<file path="src/source/rv_pkg.sv">
package rv_pkg;

    localparam int XLEN = 32;
    localparam int REG_W = 5;
    localparam int MEM_WORDS = 256;
    localparam int MEM_AW = 8;
    localparam logic [XLEN-1:0] START_ADDR = '0;

    // major opcodes
    localparam logic [6:0] OPC_OP = 7'b0110011;
    localparam logic [6:0] OPC_OP_IMM = 7'b0010011;
    localparam logic [6:0] OPC_LOAD = 7'b0000011;
    localparam logic [6:0] OPC_STORE = 7'b0100011;
    localparam logic [6:0] OPC_BRANCH = 7'b1100011;
    localparam logic [6:0] OPC_JAL = 7'b1101111;

    // internal op codes, decode through memwb
    localparam int OP_W = 3;
    localparam logic [OP_W-1:0] OP_NOP = 3'd0;
    localparam logic [OP_W-1:0] OP_ADD = 3'd1;
    localparam logic [OP_W-1:0] OP_SUB = 3'd2;
    localparam logic [OP_W-1:0] OP_LW = 3'd3;
    localparam logic [OP_W-1:0] OP_SW = 3'd4;
    localparam logic [OP_W-1:0] OP_BEQ = 3'd5;
    localparam logic [OP_W-1:0] OP_JAL = 3'd6;
    localparam logic [OP_W-1:0] OP_HALT = 3'd7;

    typedef union packed {
        struct packed {
            logic [6:0] funct7;
            logic [REG_W-1:0] rs2;
            logic [REG_W-1:0] rs1;
            logic [2:0] funct3;
            logic [REG_W-1:0] rd;
            logic [6:0] opcode;
        } r;
        struct packed {
            logic [11:0] imm;
            logic [REG_W-1:0] rs1;
            logic [2:0] funct3;
            logic [REG_W-1:0] rd;
            logic [6:0] opcode;
        } i;
        struct packed {
            logic [6:0] imm_hi;
            logic [REG_W-1:0] rs2;
            logic [REG_W-1:0] rs1;
            logic [2:0] funct3;
            logic [4:0] imm_lo;
            logic [6:0] opcode;
        } s;
        struct packed {
            logic imm12;
            logic [5:0] imm10_5;
            logic [REG_W-1:0] rs2;
            logic [REG_W-1:0] rs1;
            logic [2:0] funct3;
            logic [3:0] imm4_1;
            logic imm11;
            logic [6:0] opcode;
        } b;
        struct packed {
            logic imm20;
            logic [9:0] imm10_1;
            logic imm11;
            logic [7:0] imm19_12;
            logic [REG_W-1:0] rd;
            logic [6:0] opcode;
        } j;
    } inst_u;

endpackage
</file>
<file path="src/source/mem_bus_if.sv">
`timescale 1ns/1ns

interface mem_bus_if;
    import rv_pkg::*;

    logic req;
    logic we;
    logic [XLEN-1:0] addr;
    logic [XLEN-1:0] wdata;
    logic gnt;
    logic [XLEN-1:0] rdata;

    modport requester (
        output req, we, addr, wdata,
        input  gnt, rdata
    );

    modport responder (
        input  req, we, addr, wdata,
        output gnt, rdata
    );
endinterface

</file>
<file path="src/source/memwb_stage.sv">
`timescale 1ns/1ns

module memwb_stage (
    input  logic clk,
    input  logic rst_n,
    input  logic ex_valid,
    input  logic [rv_pkg::OP_W-1:0] ex_op,
    input  logic [rv_pkg::REG_W-1:0] ex_rd,
    input  logic [rv_pkg::XLEN-1:0] ex_result,
    input  logic [rv_pkg::XLEN-1:0] ex_store_data,
    mem_bus_if.requester bus,
    output logic busy,
    output logic wb_valid,
    output logic [rv_pkg::REG_W-1:0] wb_rd,
    output logic [rv_pkg::XLEN-1:0] wb_data,
    output logic halted
);
    import rv_pkg::*;

    logic live;
    logic is_mem;
    logic done;
    logic ret_q;
    logic load_q;
    logic [REG_W-1:0] rd_q;
    logic [XLEN-1:0] data_q;

    // nothing past the halt word takes effect
    assign live = ex_valid & !halted;
    assign is_mem = (ex_op == OP_LW) | (ex_op == OP_SW);

    assign bus.req = live & is_mem;
    assign bus.we = (ex_op == OP_SW);
    assign bus.addr = ex_result;
    assign bus.wdata = ex_store_data;

    assign busy = bus.req & !bus.gnt;
    assign done = live & (ex_op != OP_NOP) & (ex_op != OP_HALT) & (!is_mem | bus.gnt);

    always_ff @(posedge clk) begin
        if (!rst_n) begin
            ret_q <= 1'b0;
            load_q <= 1'b0;
            halted <= 1'b0;
        end else begin
            ret_q <= done;
            load_q <= done & (ex_op == OP_LW);
            if (live && ex_op == OP_HALT) begin
                halted <= 1'b1;
            end
        end
    end

    always_ff @(posedge clk) begin
        rd_q <= ex_rd;
        data_q <= (ex_op == OP_SW) ? ex_store_data : ex_result;
    end

    assign wb_valid = ret_q;
    assign wb_rd = rd_q;
    // load data arrives the cycle after the grant
    assign wb_data = load_q ? bus.rdata : data_q;

    a_quiet_after_halt: assert property (@(posedge clk) disable iff (!rst_n)
        halted |-> (!wb_valid && !bus.req));
endmodule

</file>
<file path="src/flat_wrapper.sv">
// flat-port wrapper written by rule: the top's interface ports become plain ports
module memwb_stage_flat import rv_pkg::*;
  (clk, rst_n, ex_valid, ex_op, ex_rd, ex_result, ex_store_data, busy, wb_valid, wb_rd, wb_data, halted, bus_req, bus_we, bus_addr, bus_wdata, bus_gnt, bus_rdata);
  mem_bus_if bus_i ();
  input  logic clk;
  input  logic rst_n;
  input  logic ex_valid;
  input  logic [rv_pkg::OP_W-1:0] ex_op;
  input  logic [rv_pkg::REG_W-1:0] ex_rd;
  input  logic [rv_pkg::XLEN-1:0] ex_result;
  input  logic [rv_pkg::XLEN-1:0] ex_store_data;
  output logic busy;
  output logic wb_valid;
  output logic [rv_pkg::REG_W-1:0] wb_rd;
  output logic [rv_pkg::XLEN-1:0] wb_data;
  output logic halted;
  output wire logic [$bits(bus_i.req)-1:0] bus_req;
  output wire logic [$bits(bus_i.we)-1:0] bus_we;
  output wire logic [$bits(bus_i.addr)-1:0] bus_addr;
  output wire logic [$bits(bus_i.wdata)-1:0] bus_wdata;
  input wire logic [$bits(bus_i.gnt)-1:0] bus_gnt;
  input wire logic [$bits(bus_i.rdata)-1:0] bus_rdata;
  assign bus_req = bus_i.req;
  assign bus_we = bus_i.we;
  assign bus_addr = bus_i.addr;
  assign bus_wdata = bus_i.wdata;
  assign bus_i.gnt = bus_gnt;
  assign bus_i.rdata = bus_rdata;
  memwb_stage u_core (.clk(clk), .rst_n(rst_n), .ex_valid(ex_valid), .ex_op(ex_op), .ex_rd(ex_rd), .ex_result(ex_result), .ex_store_data(ex_store_data), .bus(bus_i), .busy(busy), .wb_valid(wb_valid), .wb_rd(wb_rd), .wb_data(wb_data), .halted(halted));
endmodule
</file>
<file path="config.mk">
export PLATFORM = sky130hd
export DESIGN_NAME = memwb_stage_flat
export DESIGN_NICKNAME = d
export VERILOG_FILES = /design/src/source/rv_pkg.sv /design/src/source/mem_bus_if.sv /design/src/source/memwb_stage.sv /design/src/flat_wrapper.sv
export SDC_FILE = /design/constraint.sdc
export NUM_CORES = 1
export LEC_CHECK = 0
export ABC_AREA = 1
export BUFFER_PORTS_ARGS = -buffer_cell sky130_fd_sc_hd__buf_2
export CAP_MARGIN = 10
export CELL_PAD_IN_SITES_DETAIL_PLACEMENT = 1
export CELL_PAD_IN_SITES_GLOBAL_PLACEMENT = 1
export CORE_ASPECT_RATIO = 1.4
export CORE_MARGIN = 10
export CORE_UTILIZATION = 23
export CTS_CLUSTER_DIAMETER = 120
export CTS_CLUSTER_SIZE = 14
export DETAILED_ROUTE_END_ITERATION = 8
export PLACE_DENSITY_LB_ADDON = 0.1
export SYNTH_ARGS = -nofsm -noshare
export SYNTH_HDL_FRONTEND = slang
export SYNTH_SLANG_ARGS = --single-unit
</file>
<file path="constraint.sdc">
create_clock -name clk -period 1.32 [get_ports clk]
set_input_delay 0.198 -clock clk [delete_from_list [all_inputs] [get_ports clk]]
set_output_delay 0.198 -clock clk [all_outputs]
set_load 0.005 [all_outputs]
</file>
After elaboration in Yosys (flattened, before gate mapping)
Index checks and enable logic that the tools add are counted.
{"block": "classes", "n_shift": 0, "bitwise": 9, "n_mul": 0, "order_cmp": 0, "mux": 2, "reduce_logical": 5, "n_eq_ne": 4, "addsub": 0, "n_div": 0}
{"cell": "32-bit 2-to-1 mux", "count": 2}
{"cell": "1-bit bitwise AND", "count": 7}
{"cell": "3-bit equality test (second input constant)", "count": 2}
{"cell": "3-bit by 2-bit equality test with 1-bit output (second input constant)", "count": 1}
{"cell": "1-bit zero test", "count": 3}
{"cell": "3-bit != test (second input constant)", "count": 1}
{"cell": "3-bit nonzero test", "count": 1}
{"cell": "1-bit OR", "count": 2}
{"cell": "1-bit logical AND", "count": 1}
{"block": "totals", "regBits": 40, "wordCells": 25, "mem_bits_ro": 0, "output_inout_bits": 106, "ramBits": 0, "latch_bits": 0, "memories": 0}

Logic depth before layout (Yosys ltp)
Gate-level depths: netlist (run 1).
{"block": "depth", "depth_word": 6, "mapped_depth": 7}

Least setup slack after synthesis (run 1)
OpenSTA, ideal clock, no wires.
{"block": "synth_timing", "path_kind": "reg-to-output", "from": "reg u_core.load_q", "to": "out wb_data[10] (netlist name)", "arrival_time_ns": 0.916, "path_stages_with_launch": 4, "path_slack_ns": 0.206, "t_required_ns": 1.122, "path_cell_list": "dfxtp_1 buf_2 buf_6 mux2_2"}
{"block": "synth_between", "elab_chain_cells": 1}
{"item": "start, declared", "line_no": "memwb_stage.sv:24", "source": "logic load_q;"}
{"item": "start signal, assigned", "line_no": "memwb_stage.sv:47", "source": "load_q <= done & (ex_op == OP_LW);"}
{"item": "32-bit 2-to-1 mux", "line_no": "memwb_stage.sv:62", "source": "assign wb_data = load_q ? bus.rdata : data_q;"}
{"item": "end, declared", "line_no": "flat_wrapper.sv:15", "source": "output logic [rv_pkg::XLEN-1:0] wb_data;"}
Every way passes these cells.

Worst setup path after layout (run 1)
{"block": "layout_timing", "from": "reg u_core.load_q", "to": "out wb_data[20] (netlist name)"}
The elaborated chain is that of the path after synthesis.

==> results.md, run 1 <==
* Outcome: finished with violations
* Failing checks: setup timing
* Asr flop ratio synth at 0
* Clk sinks at 40
* Post-DP HPWL at 7260 um
* Fill count at 1,188
* Max-slew headroom at 0.852
* Post-layout min period at 1480 ps
* Fin nets at 526
* Skew final at 0.908 ps
* Post-synth top cells: nand2_1 (104), buf_4 (64), dfxtp_1 (40)
* YS warnings at 0
* Endpoints failing setup at 32
* Critical-path maximum fanout at 16
* Placed cell count at 521
* Worst Path Arrival at 1290 ps
* Clk_lat worst skew at 280 ps
* Seq cells post-synth at 40
* Critical path class: reg -> out
* Drc violations at 0
* Top FF cell, synth: dfxtp_1
* First-pass iteration count of the detailed router at 4
* Post-synthesis sequential area ratio at 0.364
* Unrepaired setup endpoints after global routing: true
* Vias at 2,159
* Slew Viols, Final at 0
* Standard-cell row count at 42
* Max-cap violations at 0
* Pwr Density at 1020 nW/um2
* EDFF count, synth at 0
* Vias per std cell at 4.08
* DR WL/cell at 16.0 um
* Syn Inst Count at 266
* Synth top area cells: dfxtp_1 (36%), buf_4 (22%), nand2_1 (18%)
* Ratio of cells with drive above 1 in the final layout at 0.618
* Most common cell in the netlist: nand2_1
* Drt initial violations at 25
* I/O pins at 214
* Worst r2r src: u_core.halted$_SDFFE_PN0P_
* Largest net degree at the start of global routing at 19
* Gp weighted congestion at 0.680
* Core area at 9410 um2
* Cell area after synthesis at 2200 um2
* Pleak at 0.00179 uW
* Reg2reg setup slack at 410 ps
* FF-to-FF End: u_core.load_q$_SDFF_PN0_
* FF-to-FF path depth at 7
* Post-synth top area share at 0.364
* Total gr overflow at 0
* Die X at 103 um
* Vias in the first global route at 2,473
* Total Negative Setup Slacks at -4810 ps
* Final hold vios at 0
* Worst hold path type: in -> reg
* Post-Route WL at 8440 um
* Syn_area_per_cell at 8.27 um2
* Max VDD drop at 0.000551 V
* Crit path capture type: output port
* Post-Layout Cell Count at 529
* Max clock buf depth at 2
* Syn_nets at 374
* Synthesis-to-layout area growth at 42.2%
* First-pass GRT wire length at 12,600 um
* Initial Util at 0.234
* Initial antenna violation count at 0
* Die ar. at 13,900 um2
* Die height at 136 um
* Fin crit share at 1.12
* Hold buffers post-CTS at 0
* CTS tree: yes
* Critical Path Source: u_core.load_q$_SDFF_PN0_
* Synth area leader: dfxtp_1
* Worst-Margin Slew at 223 ps
* Unique masters post-synth at 15
* CTS clk-pin slew, worst paths at 60 ps
* # port buffers at 213
* TritonCTS Buffers at 5
* CP startpoint kind: flop
* Antenna diodes at 0
* H-tree level count at 2
* Root Buffer: clkbuf_16
* Post-route antenna net violation count at 0
* Critical Path End: wb_data[20]
* Critical Path RT at 1120 ps
* All-Layer GR Usage at 0.117
* Final Worst Setup Slack at -165 ps
* FMAX at 0.674 GHz
-- per-stage QoR --
stage	power [uW]	instance area, um2	worst slack (ps)	hold slack, ps	util
final	3190	3130	-165	15.3	0.332
after global routing	3400	3130	-228	0.565	0.332
after CTS	3270	3090	-189	3.75	0.329
after detailed placement	2000	2930	122	303	0.312
after global placement	1990	2930	125	300	0.312
after floorplan	1700	2200	206	226	-
-- report_power, final --
part           internal [uW]  leakage [uW]  switching, uW
logic                    367       0.00138            286
registers               1290      0.000337           24.3
clock network            745     0.0000766            476
total                   2400       0.00179            786
-- how the worst min path moves through the flow --
stage                         from                      end  depth (start not counted)
after floorplan           ex_rd[0]  u_core.wb_rd[0]$_DFF_P_                          0
after global placement    ex_rd[4]  u_core.wb_rd[4]$_DFF_P_                          1
after detailed placement  ex_rd[1]  u_core.wb_rd[1]$_DFF_P_                          1
after CTS                 ex_rd[0]  u_core.wb_rd[0]$_DFF_P_                          1
after global routing      ex_rd[0]  u_core.wb_rd[0]$_DFF_P_                          1
final                     ex_rd[0]  u_core.wb_rd[0]$_DFF_P_                          1
-- timing repair --
item | in CTS | in global routing
resized for setup | 3 | 7
pin swaps | 0 | 0
endpoints found under the hold margin | 0 | 0
endpoints found under the setup margin | 32 | 32
setup buffers | 0 | 0
-- kinds of logic after synthesis --
logic type             Yosys count  synth area share
AOI/OAI and AO/OA                2           0.00626
buffers and inverters           80             0.270
DFF                             40             0.364
muxes                           32             0.164
and+or+nand+nor                112             0.196
-- final cells by class --
cell class / count / area, um2 / area share
tap: 110 / 138 / 0.0440
clock buffer: 6 / 139 / 0.0444
timing repair buffer: 219 / 1190 / 0.379
inverter: 6 / 25.0 / 0.00800
clock inverter: 2 / 10.0 / 0.00320
multi-input combinational: 146 / 825 / 0.264
sequential: 40 / 805 / 0.257
-- per-layer routing --
layer | global-route usage | wire length (um)
met1 | 0.115 | 2960
met2 | 0.207 | 4320
met3 | 0.0567 | 1060
met4 | 0.0377 | 100
met5 | 0 | 0
-- registers in the layout, indices dropped and copies added (netlist names) --
| register | flops |
|---|---|
| u_core.wb_rd | 5 |
| u_core.halted | 1 |
| u_core.data_q | 32 |
| u_core.load_q | 1 |
| u_core.wb_valid | 1 |
-- placed cells by master (no fill, tap or decap), drive strengths merged --
cell      n
clkbuf    6
nand2   105
dfxtp    40
a21oi     2
inv       6
mux2     32
buf     219
clkinv    2
nor2      6
nand3     1
-- worst max-delay path, stage by stage, from the launching register on --
cell and delay (ps):
dfxtp_4 370, buf_12 160, mux2_2 340, buf_2 130
Power figures use the tool's default switching activity.
==> inputs of run 2 (changes only) <==
--- a/config.mk
+++ b/config.mk
@@ -5,14 +5,11 @@
 export SDC_FILE = /design/constraint.sdc
 export NUM_CORES = 1
 export LEC_CHECK = 0
-export ABC_AREA = 1
 export BUFFER_PORTS_ARGS = -buffer_cell sky130_fd_sc_hd__buf_2
 export CAP_MARGIN = 10
-export CELL_PAD_IN_SITES_DETAIL_PLACEMENT = 1
-export CELL_PAD_IN_SITES_GLOBAL_PLACEMENT = 1
 export CORE_ASPECT_RATIO = 1.4
 export CORE_MARGIN = 10
-export CORE_UTILIZATION = 23
+export CORE_UTILIZATION = 37
 export CTS_CLUSTER_DIAMETER = 120
 export CTS_CLUSTER_SIZE = 14
 export DETAILED_ROUTE_END_ITERATION = 8
==> results.md, run 2 <==
* Outcome: finished with violations (unchanged)
* Failing checks: setup timing (unchanged)
* Post-synthesis sequential area ratio at 0.350 (was 0.364)
* Worst hold path type: in -> reg (unchanged)
* Max clock buf depth at 2 (unchanged)
* Synth Area in XOR/XNOR at 0 (unchanged)
* CTS tree: yes (unchanged)
* DR WL/cell at 17.3 um (was 16.0 um)
* Vias in the first global route at 2,200 (was 2,473)
* Post-layout min period at 1500 ps (was 1480 ps)
* Place WS at -143 ps (was 122 ps)
* Critical-path maximum fanout at 18 (was 16)
* # port buffers at 213 (unchanged)
* Crit path largest cell delay at 380 ps (was 370 ps)
* Drt initial violations at 9 (was 25)
* FF-to-FF path depth at 2 (was 7)
* Core area at 5950 um2 (was 9410 um2)
* Die height at 113 um (was 136 um)
* CP bufs+invs at 2 (unchanged)
* Syn Inst Count at 189 (was 266)
* Max-slew headroom at 0.853 (was 0.852)
* Clk_lat worst skew at 280 ps (about the same)
* Post-synth top area share at 0.350 (was 0.364)
* Design area at 3350 um2 (was 3130 um2)
* Gp weighted congestion at 0.777 (was 0.680)
* Pleak at 0.00178 uW (was 0.00179 uW)
* Post-route antenna net violation count at 0 (unchanged)
* Critical Path Stages at 3 (unchanged)
* Total gr overflow at 0 (unchanged)
* Ratio of cells with drive above 1 in the final layout at 0.851 (was 0.618)
* Largest register FFs at 32 (unchanged)
* Antenna diodes at 0 (unchanged)
* Initial Util at 0.385 (was 0.234)
* Cell area after synthesis at 2290 um2 (was 2200 um2)
* Drc violations at 0 (unchanged)
* Cell family with most CP delay: flip-flops (unchanged)
* Total Negative Setup Slacks at -4960 ps (was -4810 ps)
* Largest net degree at the start of global routing at 19 (unchanged)
* Post-Route WL at 7360 um (was 8440 um)
* Max-cap violations at 0 (unchanged)
* H-tree level count at 2 (unchanged)
* Multiplexer area fraction after synthesis at 0.362 (was 0.164)
* First-pass GRT wire length at 11,000 um (was 12,600 um)
* Crit path capture type: output port (unchanged)
* Fin nets at 462 (was 526)
* Most common cell after layout, fill and taps aside: buf_2 (unchanged)
* Reg2reg setup slack at 510 ps (was 410 ps)
* YS warnings at 0 (unchanged)
* Max VDD drop at 0.000520 V (was 0.000551 V)
* Root Buffer: clkbuf_8 (was clkbuf_16)
* CP startpoint kind: flop (unchanged)
* FF-to-FF End: u_core.wb_valid$_SDFF_PN0_ (was u_core.load_q$_SDFF_PN0_)
* Vias per std cell at 4.45 (was 4.08)
* Most frequent cells in the layout: buf_2 (197), mux2_4 (45), dfxtp_1 (39), mux2_2 (17), buf_6 (17) (was buf_2 (209), nand2_1 (104), dfxtp_1 (39), mux2_2 (22))
* Critical path class: reg -> out (unchanged)
* Syn_nets at 297 (was 374)
* Worst Path Arrival at 1300 ps (was 1290 ps)
* Critical path's slowest cell: dfxtp_4 (unchanged)
* Post-place instance area at 3010 um2 (was 2930 um2)
* CP Cell Sequence: buf_12 -> mux2_2 -> buf_2 (unchanged)
* Clk sinks at 40 (unchanged)
* Top FF cell, synth: dfxtp_1 (unchanged)
* Die X at 86.5 um (was 103 um)
* Slew Viols, Final at 0 (unchanged)
* Post-synth top cells: buf_4 (64), dfxtp_1 (40), mux2_2 (33) (was nand2_1 (104), buf_4 (64), dfxtp_1 (40))
* Post-DP HPWL at 6310 um (was 7260 um)
* Fin util at 0.563 (was 0.332)
* Synth Area in Compound Gates at 0.0164 (was 0.00626)
* Fin crit share at 1.14 (was 1.12)
* Unique masters post-synth at 19 (was 15)
* Pwr Density at 904 nW/um2 (was 1020 nW/um2)
* EDFF count, synth at 0 (unchanged)
* Synth top area cells: dfxtp_1 (35%), buf_4 (21%), mux2_4 (19%) (was dfxtp_1 (36%), buf_4 (22%), nand2_1 (18%))
* CTS clk-pin slew, worst paths at 70 ps (was 60 ps)
* Seq cells post-synth at 40 (unchanged)
* Worst r2r src: u_core.halted$_SDFFE_PN0P_ (unchanged)
* Die ar. at 9780 um2 (was 13,900 um2)
* Biggest register: u_core.data_q (unchanged)
* Vias at 1,891 (was 2,159)
* Critical Path End: wb_data[17] (was wb_data[20])
* TritonCTS Buffers at 5 (unchanged)
* Fill count at 532 (was 1,188)
* Standard-cell row count at 33 (was 42)
* Hold slack at 12.9 ps (was 15.3 ps)
* Synth area leader: dfxtp_1 (unchanged)
* Unrepaired setup endpoints after global routing: true (unchanged)
* First-pass iteration count of the detailed router at 3 (was 4)
* Endpoints failing setup at 33 (was 32)
* Worst-Margin Slew at 220 ps (was 223 ps)
* Syn_area_per_cell at 12.1 um2 (was 8.27 um2)
* Final Worst Setup Slack at -179 ps (was -165 ps)
* Initial antenna violation count at 0 (unchanged)
* Synthesis-to-layout area growth at 46.2% (was 42.2%)
* Asr flop ratio synth at 0 (unchanged)
* Final hold vios at 0 (unchanged)
* Critical Path Source: u_core.load_q$_SDFF_PN0_ (unchanged)
* Most common cell in the netlist: buf_4 (was nand2_1)
* Largest family of logic cells by synthesized area: multiplexers (was buffers and inverters)
* Critical Path RT at 1120 ps (about the same)
* Post-Synth Simple-Gate Area at 0.0235 (was 0.196)
* Adder-cell share of the synthesized area at 0 (unchanged)
* FMAX at 0.667 GHz (was 0.674 GHz)
* I/O pins at 214 (unchanged)
* All-Layer GR Usage at 0.138 (was 0.117)
* Skew final at 2.84 ps (was 0.908 ps)
[run 2: changes by cell type in the layout (fill, tap and decap cells not counted), moves of 5 or more]
cell       delta
buf_2        -12
buf_4         +8
buf_6        +13
clkbuf_16     -5
inv_1         -5
mux2_2        -5
mux2_4       +40
nand2_1     -103
nor2_1        -5
[run 2: metrics by stage]
| step | power (uW) | instances |
|---|---|---|
| 2_1_floorplan | 1730 | 189 |
| 3_3_place_gp | 2010 | 411 |
| 3_5_place_dp | 2010 | 411 |
| 4_1_cts | 3030 | 420 |
| 5_1_grt | 3180 | 425 |
| 6_report | 3030 | 425 |
[run 2: where the power goes]
part	total, uW	internal, uW	switching [uW]
combinational	753	487	266
sequential	1310	1290	21.3
clock	965	561	404
[run 2: worst min path at each step]
stage | start | to | slack, ps | cells past startpoint
finish | ex_rd[0] | u_core.wb_rd[0]$_DFF_P_ | 10 | 1
global route | ex_rd[2] | u_core.wb_rd[2]$_DFF_P_ | 2 | 1
CTS | ex_rd[0] | u_core.wb_rd[0]$_DFF_P_ | 0.4 | 1
detailed placement | ex_rd[3] | u_core.wb_rd[3]$_DFF_P_ | 300 | 1
global placement | ex_rd[1] | u_core.wb_rd[1]$_DFF_P_ | 300 | 1
floorplan | ex_rd[0] | u_core.wb_rd[0]$_DFF_P_ | 230 | 0
[run 2: repair_timing]
item	CTS	global route
hold buffers	1	0
gates resized for setup	19	19
setup endpoints to repair	34	35
pin swaps	0	0
setup buffers	0	5
hold endpoints to repair	1	0
[run 2: per-layer routing]
layer	track usage	vias to the layer above	wire, um
met5	0	-	0
met4	0.0368	0	98
met3	0.0790	7	998
met2	0.258	127	3850
met1	0.122	845	2420
li1	-	912	-
[run 2: logic make-up (layout without fill, tap and decap cells)]
| logic type | Yosys count | in the layout |
|---|---|---|
| AO/OA/AOI/OAI | 5 | 5 |
| buffers and inverters | 72 | 238 |
| AND/OR/NAND/NOR | 8 | 8 |
| multiplexers | 64 | 64 |
| flip-flops | 40 | 40 |
[run 2: cell type report]
class | count | area [um2] | share of cell area
Tap cell | 70 | 87.6 | 0.0262
Inverter | 1 | 16.3 | 0.00486
Clock buffer | 6 | 72.6 | 0.0217
Multi-Input combinational cell | 77 | 990 | 0.296
Timing Repair Buffer | 229 | 1340 | 0.401
Sequential cell | 40 | 805 | 0.240
Clock inverter | 2 | 35.0 | 0.0105
