`config.mk`:
```
export PLATFORM = sky130hd
export DESIGN_NAME = fetch_stage_flat
export DESIGN_NICKNAME = d
export VERILOG_FILES = /design/src/source/rv_pkg.sv /design/src/source/mem_bus_if.sv /design/src/source/fetch_stage.sv /design/src/flat_wrapper.sv
export SDC_FILE = /design/constraint.sdc
export NUM_CORES = 1
export LEC_CHECK = 0
export BUFFER_PORTS_ARGS = -buffer_cell sky130_fd_sc_hd__buf_2
export CORE_MARGIN = 2
export CORE_UTILIZATION = 47
export CTS_CLUSTER_DIAMETER = 80
export DETAILED_ROUTE_END_ITERATION = 8
export GPL_ROUTABILITY_DRIVEN = 1
export PLACE_DENSITY = 0.9
export SETUP_SLACK_MARGIN = 0.3
export SLEW_MARGIN = 20
export SYNTH_ARGS = -nofsm -noshare
export SYNTH_HDL_FRONTEND = slang
export SYNTH_SLANG_ARGS = --single-unit
```
`constraint.sdc`:
```
create_clock -name clk -period 2.5 [get_ports clk]
set_input_delay 0.5 -clock clk [delete_from_list [all_inputs] [get_ports clk]]
set_output_delay 0.5 -clock clk [all_outputs]
set_load 0.05 [all_outputs]
```
`src/source/rv_pkg.sv`:
```
package rv_pkg;

    localparam int XLEN = 32;
    localparam int REG_W = 5;
    localparam int MEM_WORDS = 256;
    localparam int MEM_AW = 8;
    localparam logic [XLEN-1:0] START_ADDR = '0;

    // major opcodes
    localparam logic [6:0] OPC_OP = 7'b0110011;
    localparam logic [6:0] OPC_OP_IMM = 7'b0010011;
    localparam logic [6:0] OPC_LOAD = 7'b0000011;
    localparam logic [6:0] OPC_STORE = 7'b0100011;
    localparam logic [6:0] OPC_BRANCH = 7'b1100011;
    localparam logic [6:0] OPC_JAL = 7'b1101111;

    // internal op codes, decode through memwb
    localparam int OP_W = 3;
    localparam logic [OP_W-1:0] OP_NOP = 3'd0;
    localparam logic [OP_W-1:0] OP_ADD = 3'd1;
    localparam logic [OP_W-1:0] OP_SUB = 3'd2;
    localparam logic [OP_W-1:0] OP_LW = 3'd3;
    localparam logic [OP_W-1:0] OP_SW = 3'd4;
    localparam logic [OP_W-1:0] OP_BEQ = 3'd5;
    localparam logic [OP_W-1:0] OP_JAL = 3'd6;
    localparam logic [OP_W-1:0] OP_HALT = 3'd7;

    typedef union packed {
        struct packed {
            logic [6:0] funct7;
            logic [REG_W-1:0] rs2;
            logic [REG_W-1:0] rs1;
            logic [2:0] funct3;
            logic [REG_W-1:0] rd;
            logic [6:0] opcode;
        } r;
        struct packed {
            logic [11:0] imm;
            logic [REG_W-1:0] rs1;
            logic [2:0] funct3;
            logic [REG_W-1:0] rd;
            logic [6:0] opcode;
        } i;
        struct packed {
            logic [6:0] imm_hi;
            logic [REG_W-1:0] rs2;
            logic [REG_W-1:0] rs1;
            logic [2:0] funct3;
            logic [4:0] imm_lo;
            logic [6:0] opcode;
        } s;
        struct packed {
            logic imm12;
            logic [5:0] imm10_5;
            logic [REG_W-1:0] rs2;
            logic [REG_W-1:0] rs1;
            logic [2:0] funct3;
            logic [3:0] imm4_1;
            logic imm11;
            logic [6:0] opcode;
        } b;
        struct packed {
            logic imm20;
            logic [9:0] imm10_1;
            logic imm11;
            logic [7:0] imm19_12;
            logic [REG_W-1:0] rd;
            logic [6:0] opcode;
        } j;
    } inst_u;

endpackage
```
`src/source/mem_bus_if.sv`:
```
`timescale 1ns/1ns

interface mem_bus_if;
    import rv_pkg::*;

    logic req;
    logic we;
    logic [XLEN-1:0] addr;
    logic [XLEN-1:0] wdata;
    logic gnt;
    logic [XLEN-1:0] rdata;

    modport requester (
        output req, we, addr, wdata,
        input  gnt, rdata
    );

    modport responder (
        input  req, we, addr, wdata,
        output gnt, rdata
    );
endinterface

```
`src/source/fetch_stage.sv`:
```
`timescale 1ns/1ns

module fetch_stage (
    input  logic clk,
    input  logic rst_n,
    input  logic run,
    input  logic halted,
    input  logic stall,
    input  logic redirect,
    input  logic [rv_pkg::XLEN-1:0] redirect_pc,
    mem_bus_if.requester bus,
    output logic inst_valid,
    output rv_pkg::inst_u inst,
    output logic [rv_pkg::XLEN-1:0] inst_pc
);
    import rv_pkg::*;

    logic [XLEN-1:0] pc_q;
    logic [XLEN-1:0] req_pc_q;
    logic run_q;
    logic pend_q;
    logic hold_valid_q;
    inst_u hold_inst_q;

    assign bus.req = run & run_q & !halted & !stall;
    assign bus.we = 1'b0;
    assign bus.addr = pc_q;
    assign bus.wdata = '0;

    always_ff @(posedge clk) begin
        if (!rst_n) begin
            pc_q <= START_ADDR;
            run_q <= 1'b0;
            pend_q <= 1'b0;
            hold_valid_q <= 1'b0;
        end else begin
            run_q <= run;
            // a word granted under a redirect is stale
            pend_q <= bus.gnt & !redirect;
            if (redirect) begin
                pc_q <= redirect_pc;
            end else if (bus.gnt) begin
                pc_q <= pc_q + 32'd4;
            end
            if (redirect) begin
                hold_valid_q <= 1'b0;
            end else if (pend_q && stall) begin
                hold_valid_q <= 1'b1;
            end else if (!stall) begin
                hold_valid_q <= 1'b0;
            end
        end
    end

    // park the returning word while decode is stalled
    always_ff @(posedge clk) begin
        if (bus.gnt) begin
            req_pc_q <= pc_q;
        end
        if (pend_q && stall) begin
            hold_inst_q <= inst_u'(bus.rdata);
        end
    end

    assign inst_valid = pend_q | hold_valid_q;
    assign inst = hold_valid_q ? hold_inst_q : inst_u'(bus.rdata);
    // no grant while stalled, so req_pc_q still matches a parked word
    assign inst_pc = req_pc_q;

    a_pc_aligned: assert property (@(posedge clk) disable iff (!rst_n)
        pc_q[1:0] == 2'b00);
endmodule

```
`src/flat_wrapper.sv`:
```
// flat-port wrapper written by rule: the top's interface ports become plain ports
module fetch_stage_flat import rv_pkg::*;
  (clk, rst_n, run, halted, stall, redirect, redirect_pc, inst_valid, inst, inst_pc, bus_req, bus_we, bus_addr, bus_wdata, bus_gnt, bus_rdata);
  mem_bus_if bus_i ();
  input  logic clk;
  input  logic rst_n;
  input  logic run;
  input  logic halted;
  input  logic stall;
  input  logic redirect;
  input  logic [rv_pkg::XLEN-1:0] redirect_pc;
  output logic inst_valid;
  output rv_pkg::inst_u inst;
  output logic [rv_pkg::XLEN-1:0] inst_pc;
  output wire logic [$bits(bus_i.req)-1:0] bus_req;
  output wire logic [$bits(bus_i.we)-1:0] bus_we;
  output wire logic [$bits(bus_i.addr)-1:0] bus_addr;
  output wire logic [$bits(bus_i.wdata)-1:0] bus_wdata;
  input wire logic [$bits(bus_i.gnt)-1:0] bus_gnt;
  input wire logic [$bits(bus_i.rdata)-1:0] bus_rdata;
  assign bus_req = bus_i.req;
  assign bus_we = bus_i.we;
  assign bus_addr = bus_i.addr;
  assign bus_wdata = bus_i.wdata;
  assign bus_i.gnt = bus_gnt;
  assign bus_i.rdata = bus_rdata;
  fetch_stage u_core (.clk(clk), .rst_n(rst_n), .run(run), .halted(halted), .stall(stall), .redirect(redirect), .redirect_pc(redirect_pc), .bus(bus_i), .inst_valid(inst_valid), .inst(inst), .inst_pc(inst_pc));
endmodule
```
# ---- Word level (Yosys, flattened, before mapping)
# Cells that the tools add are included.
dict set report totals {
  elab_cells 25
  out_inout_bits 131
  reg_bits 99
}
dict set report op_classes {
  add_sub_neg 1
  n_eq_ne 1
  mux 5
  n_reduce_logical 6
  bitwise_logic 6
}
# cell count
set ops {}
lappend ops {{two-way mux 32 bit} 3}
lappend ops {{adder 32 x 3 -> 32 bit, second input constant} 1}
lappend ops {{AND 1 bit} 4}
lappend ops {{zero test 1 bit} 3}
lappend ops {{two-way mux 1 bit} 2}
lappend ops {{!= test 2 x 1 -> 1 bit, second input constant} 1}
lappend ops {{nonzero test 2 bit} 1}
lappend ops {{OR reduction 2 bit} 1}
lappend ops {{logical AND 1 bit} 1}
lappend ops {{NOT 1 bit} 1}
lappend ops {{bitwise OR 1 bit} 1}

# ---- Longest topological paths before layout
# Gate-level depths: netlist of the first run.
dict set report depth {
  word_depth 3
  ltp_mapped 6
  depth_no_buf 5
}

# ---- Least setup slack after synthesis of the first run
# No wires, ideal clock.
dict set report synth_timing {
  path_type {input -> output}
  startpoint {in run}
  endpoint {out bus_req}
  t_arrival_ns 2.033
  slack_ns -0.033
  path_stages 1
  cell_sequence {nor4bb_1}
}
dict set report synth_via {
  elab_chain_len 3
}
# item line
set synth_rtl {}
lappend synth_rtl {{start: declaration} flat_wrapper.sv:7} ;# input logic run;
lappend synth_rtl {{AND 1 bit (3 in a row)} fetch_stage.sv:25} ;# assign bus.req = run & run_q & !halted & !stall;
lappend synth_rtl {{end: declaration} flat_wrapper.sv:15} ;# output wire logic [$bits(bus_i.req)-1:0] bus_req;
# No other way between the ends.

==> qor.yml, run 1 <==
setup_path:
  path_class: "reg2out"
  cp_max_fo: 32
  crit_slowest_cell: "mux2_2"
  slowest_delay_ps: 380
  end_kind: "primary output"
  worstPathArrival_ps: 1600
  cp_data_required_time_ps: 2000
  rrSetupSlack_ps: 450
  reg2reg_from: "u_core.bus.addr[2]$_SDFFE_PN0N_"
  rr_worst_depth: 5
  startpoint_type: "flip-flop"
  crit_chain: "buf_6 > mux2_2 > buf_2"
  worstReg2RegEnd: "u_core.bus.addr[24]$_SDFFE_PN0N_"
clock_network:
  post_cts_buffers: 0
  cts.htree.levels: 3
  path_clk_slew_ps: 100
  insertion_delay_ps: 360
  cts_root_buffer: "clkbuf_8"
  cts_tree: "done"
  cts_buffer_depth: 2
  cts_sinks: 99
  cts_buffers: 9
timing:
  period_minus_slack_ps: 2100
  fin_crit_sh: 0.841
  worst_slack_ps: 398
  setup_tns_ps: 0
  max_freq_mhz: 476
  rsz0062_at_grt: "false"
  hold_slack_ps: 322
  fin_skew_ps: 8.02
  slew_violations: 0
  finalHoldViolCount: 0
  setup_viol: 0
place:
  pre_cts_ws_ps: 382
  placed_area_mm2: 0.00538
  dp_hpwl_um: 8410
  place_congestion: 0.896
  io_buffer_count: 168
grt:
  grt_use_total: 0.208
  grt_pass1_wl_um: 16400
  grt_pass1_vias: 3274
  grt_antenna_before_repair: 0
  gr-total-overflow: 0
  grt_max_degree: 34
drt:
  ant_nets: 0
  drt_pass1_iterations: 5
  drc: 0
  dr.max_layer_used: "met4"
  dr_wl_met2_um: 5550
  first_iter_violations: 133
  viasPerCell: 5.36
  vias: 3599
  wl_met1_um: 4540
  wl_met3_um: 969
  wl_per_cell_um: 16.8
  wirelength_um: 11300
logic_synthesis:
  synth_area_mm2: 0.00449
  synth_area_per_cell_um2: 12.2
  async_flop_share: 0
  synth_edf_count: 64
  synth.ff_latch_count: 99
  synthesis.instances: 367
  synthFlopType: "edfxtp_1"
  ys_types: 48
  ys_seq_area_frac: 0.584
  synth_warnings: 0
cells_and_area:
  utilization: 0.603
  n_antenna_cell: 0
  drive_above_1_share: 0.448
  nets: 609
  area_growth_pct: 24.1
  finalInstanceArea_mm2: 0.00557
power_and_ir_drop:
  power.density_mw_per_mm2: 655
  ir_drop_mv: 0.306
  leakagePower_uw: 0.00232
floorplan:
  fp.dieH_um: 102
  start_util: 0.486
  dieArea_mm2: 0.0103
  die_w_um: 102
  rows: 35
  placeableCoreArea_mm2: 0.00924
  boundaryPins: 202
hold_path:
  whs_path_depth: 1
  min_to: "u_core.hold_inst_q[21]$_DFFE_PP_"
  hp-class: "in2reg"
  hp-start: "bus_rdata[21]"
flow_run:
  cap_violations: 0
status:
  status: "complete, no violations"
-- cell usage after synthesis, drive strengths merged (4+ instances only) --
cell / number / share of area
nand2b: 5 / 0.0070
xnor2: 7 / 0.014
nor2: 5 / 0.0042
and2: 4 / 0.0056
edfxtp: 64 / 0.43
nor4: 6 / 0.0084
o211a: 7 / 0.016
buf: 36 / 0.058
or3: 8 / 0.011
dfxtp: 35 / 0.16
a31oi: 11 / 0.015
or4: 10 / 0.018
nor3: 4 / 0.0045
mux2: 32 / 0.080
and3: 7 / 0.0098
clkbuf: 14 / 0.012
nand4: 10 / 0.017
o21ai: 27 / 0.030
a21oi: 7 / 0.0078
o31ai: 5 / 0.0084
xor2: 4 / 0.0078
nand3: 12 / 0.016
nand2: 20 / 0.017
-- routing by layer --
| layer | global-route usage | vias up |
|---|---|---|
| met4 | 0.0811 | 0 |
| met3 | 0.0359 | 24 |
| li1 | - | 1674 |
| met1 | 0.260 | 1690 |
| met2 | 0.358 | 211 |
| met5 | 0 | - |
-- cell usage in the layout (no fill, tap or decap), drive strengths merged, types with 2 or more instances in the layout --
cell type / instances
xor2: 4
mux2: 32
nor2: 5
and3: 7
nand4: 10
o31a: 2
or4: 10
nand2b: 5
clkinv: 2
conb: 33
clkinvlp: 2
nor3: 4
nand2: 20
inv: 5
or3: 8
o211a: 7
o31ai: 5
xnor2: 7
edfxtp: 64
nor3b: 2
nor4: 6
o21ai: 27
dfxtp: 35
a31oi: 11
mux2i: 3
buf: 177
nand3: 12
clkbuf: 10
and4: 3
o311ai: 2
and2: 4
a21oi: 7
-- area by class of cell --
type	count	area, µm²
Tap cell	129	161
Clock buffer	10	128
Inverter	3	11.3
Sequential cell	99	2640
Clock inverter	6	50.0
Fill cell	755	3670
Timing Repair Buffer	177	912
Multi-Input combinational cell	247	1670
-- timing repair --
item / 4_1_cts / 5_1_grt
setup endpoints to repair: 1 / 1
gates resized for setup: 1 / 1
hold buffers: 0 / 0
gates cloned: 0 / 0
-- report_power, final --
group | switching [µW] | leakage [µW] | internal [µW] | total (µW)
combinational | 621 | 0.00133 | 182 | 803
clock | 561 | 0.0000849 | 373 | 934
sequential | 76.6 | 0.000911 | 1830 | 1910
-- how the worst max path moves through the flow --
stage,from,to,slack (ps),depth (start not counted)
after floorplan,u_core.bus.addr[14]$_SDFFE_PN0N_,u_core.bus.addr[27]$_SDFFE_PN0N_,330,4
after global placement,bus_gnt,u_core.bus.addr[24]$_SDFFE_PN0N_,430,5
after detailed placement,bus_gnt,u_core.bus.addr[24]$_SDFFE_PN0N_,380,5
after CTS,u_core.bus.addr[2]$_SDFFE_PN0N_,u_core.bus.addr[24]$_SDFFE_PN0N_,350,5
after global routing,u_core.bus.addr[2]$_SDFFE_PN0N_,u_core.bus.addr[24]$_SDFFE_PN0N_,330,5
final,u_core.hold_valid_q$_SDFFE_PP0P_,inst[9],400,3
-- flip-flops by register name (all words and copies together), names as in the netlist --
register / flops
u_core.bus.addr: 32
u_core.hold_inst_q: 32
u_core.hold_valid_q: 1
u_core.inst_pc: 32
u_core.pend_q: 1
u_core.run_q: 1
-- through the flow --
step	power [µW]	std cells
after global routing	3780	671
after detailed placement	2750	655
after global placement	2730	655
final	3640	671
after CTS	3670	671
after floorplan	2560	399
-- kinds of logic after synthesis --
| logic type | after synthesis | synth area share |
|---|---|---|
| muxes | 35 | 0.0870 |
| DFF | 99 | 0.584 |
| buffers and inverters | 53 | 0.0728 |
| other | 1 | 0.000836 |
| adders and majority gates | 1 | 0.00279 |
| AOI/OAI and AO/OA | 66 | 0.0948 |
| xor gates and xnor gates | 11 | 0.0215 |
| and+or+nand+nor | 101 | 0.136 |
-- worst max-delay path, delay by kind of cell, from the launching register on --
family / cells / cell delay (ps)
muxes: 1 / 380
DFF: 1 / 350
buffers and inverters: 2 / 500
Power figures use the tool's default switching activity.
==> run 2: changes to the inputs <==
--- a/config.mk
+++ b/config.mk
@@ -5,9 +5,10 @@
 export SDC_FILE = /design/constraint.sdc
 export NUM_CORES = 1
 export LEC_CHECK = 0
+export ABC_AREA = 1
 export BUFFER_PORTS_ARGS = -buffer_cell sky130_fd_sc_hd__buf_2
 export CORE_MARGIN = 2
-export CORE_UTILIZATION = 47
+export CORE_UTILIZATION = 48
 export CTS_CLUSTER_DIAMETER = 80
 export DETAILED_ROUTE_END_ITERATION = 8
 export GPL_ROUTABILITY_DRIVEN = 1
==> constraint.sdc (replaced) <==
create_clock -name clk -period 2.1 [get_ports clk]
set_input_delay 0.42 -clock clk [delete_from_list [all_inputs] [get_ports clk]]
set_output_delay 0.42 -clock clk [all_outputs]
set_load 0.05 [all_outputs]
==> run 2 against run 1 <==
Compared with the run above:
- register-to-register slack improved by 30 ps
- setup slack got worse by 14 ps
- routed wire length rose by 7.8%
- first-iteration DRC count rose by 140%
- sequential cell count did not move
- via count rose by 19%
- highest routed layer unchanged
- synthesized cell count rose by 52%
- clock skew rose by 2.2 ps
- sequential share of layout area fell by 4.2 points
- largest power group unchanged
==> qor.yml, run 2 <==
logic_synthesis:
  synth_top_cell_by_area: "edfxtp_1"  # unchanged
  ys_types: 28  # was 48
  synth_top_area_share: 0.398  # was 0.428
  synth_area_per_cell_um2: 8.63  # was 12.2 µm²
  synth_warnings: 0  # unchanged
  synth_edf_count: 64  # unchanged
  synthesis.instances: 559  # was 367
  ys_seq_area_frac: 0.544  # was 0.584
  synthFlopType: "edfxtp_1"  # unchanged
  synthTopCellsByCount: "nand2_1, edfxtp_1, nor2_1"  # was edfxtp_1, dfxtp_1, buf_4
  async_flop_share: 0  # unchanged
  synth.ff_latch_count: 99  # unchanged
  synth_area_leaders: "edfxtp_1, nand2_1, dfxtp_1"  # was edfxtp_1, dfxtp_1, mux2_2
  yosys.cell_count.top_type: "nand2_1"  # was edfxtp_1
  synth_area_mm2: 0.00482  # was 0.00449 mm²
drt:
  viasPerCell: 4.94  # was 5.36
  wl_met1_um: 4920  # was 4540 µm
  vias: 4290  # was 3599
  first_iter_violations: 315  # was 133
  wl_met3_um: 1070  # was 969 µm
  wirelength_um: 12200  # was 11300 µm
  ant_nets: 0  # unchanged
  wl_per_cell_um: 14.0  # was 16.8 µm
  drc: 0  # unchanged
  dr_wl_met2_um: 5960  # was 5550 µm
  dr.max_layer_used: "met4"  # unchanged
  drt_pass1_iterations: 5  # unchanged
place:
  pre_cts_ws_ps: 524  # was 382 ps
  dp.cells: 852  # was 655
  place_congestion: 0.945  # was 0.896
  placed_area_mm2: 0.00573  # was 0.00538 mm²
  io_buffer_count: 168  # unchanged
  dp_hpwl_um: 9220  # was 8410 µm
cells_and_area:
  n_antenna_cell: 0  # unchanged
  final_common_cell: "nand2_1"  # was buf_2
  layout_common_cells: "nand2_1, buf_2, edfxtp_1"  # was buf_2, edfxtp_1, conb_1
  nets: 803  # was 609
  stdcell_count: 869  # was 671
  finalInstanceArea_mm2: 0.00608  # was 0.00557 mm²
  area_growth_pct: 26.1  # was 24.1%
  drive_above_1_share: 0.293  # was 0.448
grt:
  gr-total-overflow: 0  # unchanged
  grt_antenna_before_repair: 0  # unchanged
  grt_pass1_wl_um: 19300  # was 16400 µm
  grt_use_total: 0.221  # was 0.208
  grt_pass1_vias: 4006  # was 3274
  grt_max_degree: 33  # was 34
floorplan:
  start_util: 0.493  # was 0.486
  die_w_um: 104  # was 102 µm
  dieArea_mm2: 0.0109  # was 0.0103 mm²
  boundaryPins: 202  # unchanged
  placeableCoreArea_mm2: 0.00977  # was 0.00924 mm²
  rows: 36  # was 35
  fp.dieH_um: 104  # was 102 µm
setup_path:
  worst-path-buf-inv: 3  # was 2
  cp_max_fo: 16  # was 32
  rrSetupSlack_ps: 480  # was 450 ps
  rr_worst_depth: 8  # was 5
  path_class: "reg2out"  # unchanged
  reg2reg_from: "u_core.bus.addr[2]$_SDFFE_PN0N_"  # unchanged
  path_delay_family: "buffers and inverters"  # unchanged
  worstPathArrival_ps: 1300  # was 1600 ps
  crit_slowest_cell: "dfxtp_2"  # was mux2_2
  startpoint_type: "flip-flop"  # unchanged
  slowest_delay_ps: 350  # was 380 ps
  crit_chain: "inv_2 > clkbuf_16 > nand2_1 > nand2_1 > buf_4"  # was buf_6 > mux2_2 > buf_2
  end_kind: "primary output"  # unchanged
  cp_common_cell: "nand2_1"
  cp_data_required_time_ps: 1680  # was 2000 ps
  worstReg2RegEnd: "u_core.bus.addr[14]$_SDFFE_PN0N_"  # was u_core.bus.addr[24]$_SDFFE_PN0N_
clock_network:
  cts.htree.levels: 3  # unchanged
  cts_buffer_depth: 2  # unchanged
  insertion_delay_ps: 370  # was 360 ps
  post_cts_buffers: 0  # unchanged
  cts_root_buffer: "clkbuf_8"  # unchanged
  cts_tree: "done"  # unchanged
  path_clk_slew_ps: 100  # about the same
  cts_buffers: 9  # unchanged
  cts_sinks: 99  # unchanged
timing:
  rsz0062_at_grt: "false"  # unchanged
  fin_skew_ps: 10.2  # was 8.02 ps
  period_minus_slack_ps: 1720
  fin_crit_sh: 0.817
  slew_violations: 0  # unchanged
  setup_tns_ps: 0  # unchanged
  setup_viol: 0  # unchanged
  finalHoldViolCount: 0  # unchanged
  worst_slack_ps: 384  # was 398 ps
  max_freq_mhz: 583
hold_path:
  hp-start: "bus_rdata[11]"  # was bus_rdata[21]
  min_to: "u_core.hold_inst_q[11]$_DFFE_PP_"  # was u_core.hold_inst_q[21]$_DFFE_PP_
  hp-class: "in2reg"  # unchanged
  whs_path_depth: 1  # unchanged
status:
  status: "complete, no violations"  # unchanged
flow_run:
  cap_violations: 0  # unchanged
power_and_ir_drop:
  p_total_uw: 4550  # was 3640 µW
  leakagePower_uw: 0.00275  # was 0.00232 µW
  ir_drop_mv: 0.380  # was 0.306 mV
  power.density_mw_per_mm2: 748  # was 655 mW/mm²
-- run 2: what timing repair did --
action                                 in CTS  in global routing
hold buffers                                0                  0
endpoints found under the hold margin       0                  0
setup endpoints to repair                  32                 32
gates resized for setup                    34                  8
cloned                                      0                  1
-- run 2: layer usage --
layer  up-vias  track usage
li1       2091            -
met4         0       0.0618
met1      1966        0.278
met5         -            0
met3        19       0.0533
met2       214        0.379
-- run 2: worst max path at each step --
stage | from | to | slack (ps) | depth (start not counted)
2_1_floorplan | u_core.bus.addr[3]$_SDFFE_PN0N_ | u_core.bus.addr[24]$_SDFFE_PN0N_ | 330 | 10
3_3_place_gp | u_core.bus.addr[2]$_SDFFE_PN0N_ | u_core.bus.addr[20]$_SDFFE_PN0N_ | 560 | 8
3_5_place_dp | u_core.bus.addr[2]$_SDFFE_PN0N_ | u_core.bus.addr[14]$_SDFFE_PN0N_ | 520 | 8
4_1_cts | u_core.hold_valid_q$_SDFFE_PP0P_ | inst[6] | 310 | 5
5_1_grt | u_core.hold_valid_q$_SDFFE_PP0P_ | inst[19] | 300 | 5
6_report | u_core.hold_valid_q$_SDFFE_PP0P_ | inst[27] | 380 | 5
-- run 2: worst reg2reg max path: stages (launching register included) --
cell     delay [ps]
dfxtp_1         440
ha_1            230
inv_1            70
nor2_2          200
nand2_4         100
nor2_4          150
xor2_1          170
nand2_1          70
a21oi_1         110
-- run 2: final cells by class --
cell class / count / area, µm²
timing repair buffer: 180 / 1070
inverter: 30 / 113
tap: 133 / 166
clock buffer: 10 / 128
fill: 823 / 3690
multi-input combinational: 411 / 1890
clock inverter: 6 / 90.1
sequential: 99 / 2620
-- run 2: where the power goes --
group / internal (µW) / switching [µW] / total [µW]
combinational: 227 / 744 / 971
clock: 674 / 658 / 1330
sequential: 2170 / 80.3 / 2250
total: 3070 / 1480 / 4550
-- run 2: kinds of logic after synthesis --
family,Yosys count,share of synthesized area
other cells,1,0.000777
fa+ha+maj,1,0.00259
xor+xnor,15,0.0272
flops,99,0.544
compound gates,58,0.0737
buf+inv,81,0.0903
simple gates,304,0.262
-- run 2: per-stage QoR --
step / hold WS (ps) / utilization
2_1_floorplan: 490 / -
3_3_place_gp: 456 / 0.586
3_5_place_dp: 446 / 0.586
4_1_cts: 228 / 0.617
5_1_grt: 219 / 0.623
6_report: 238 / 0.623
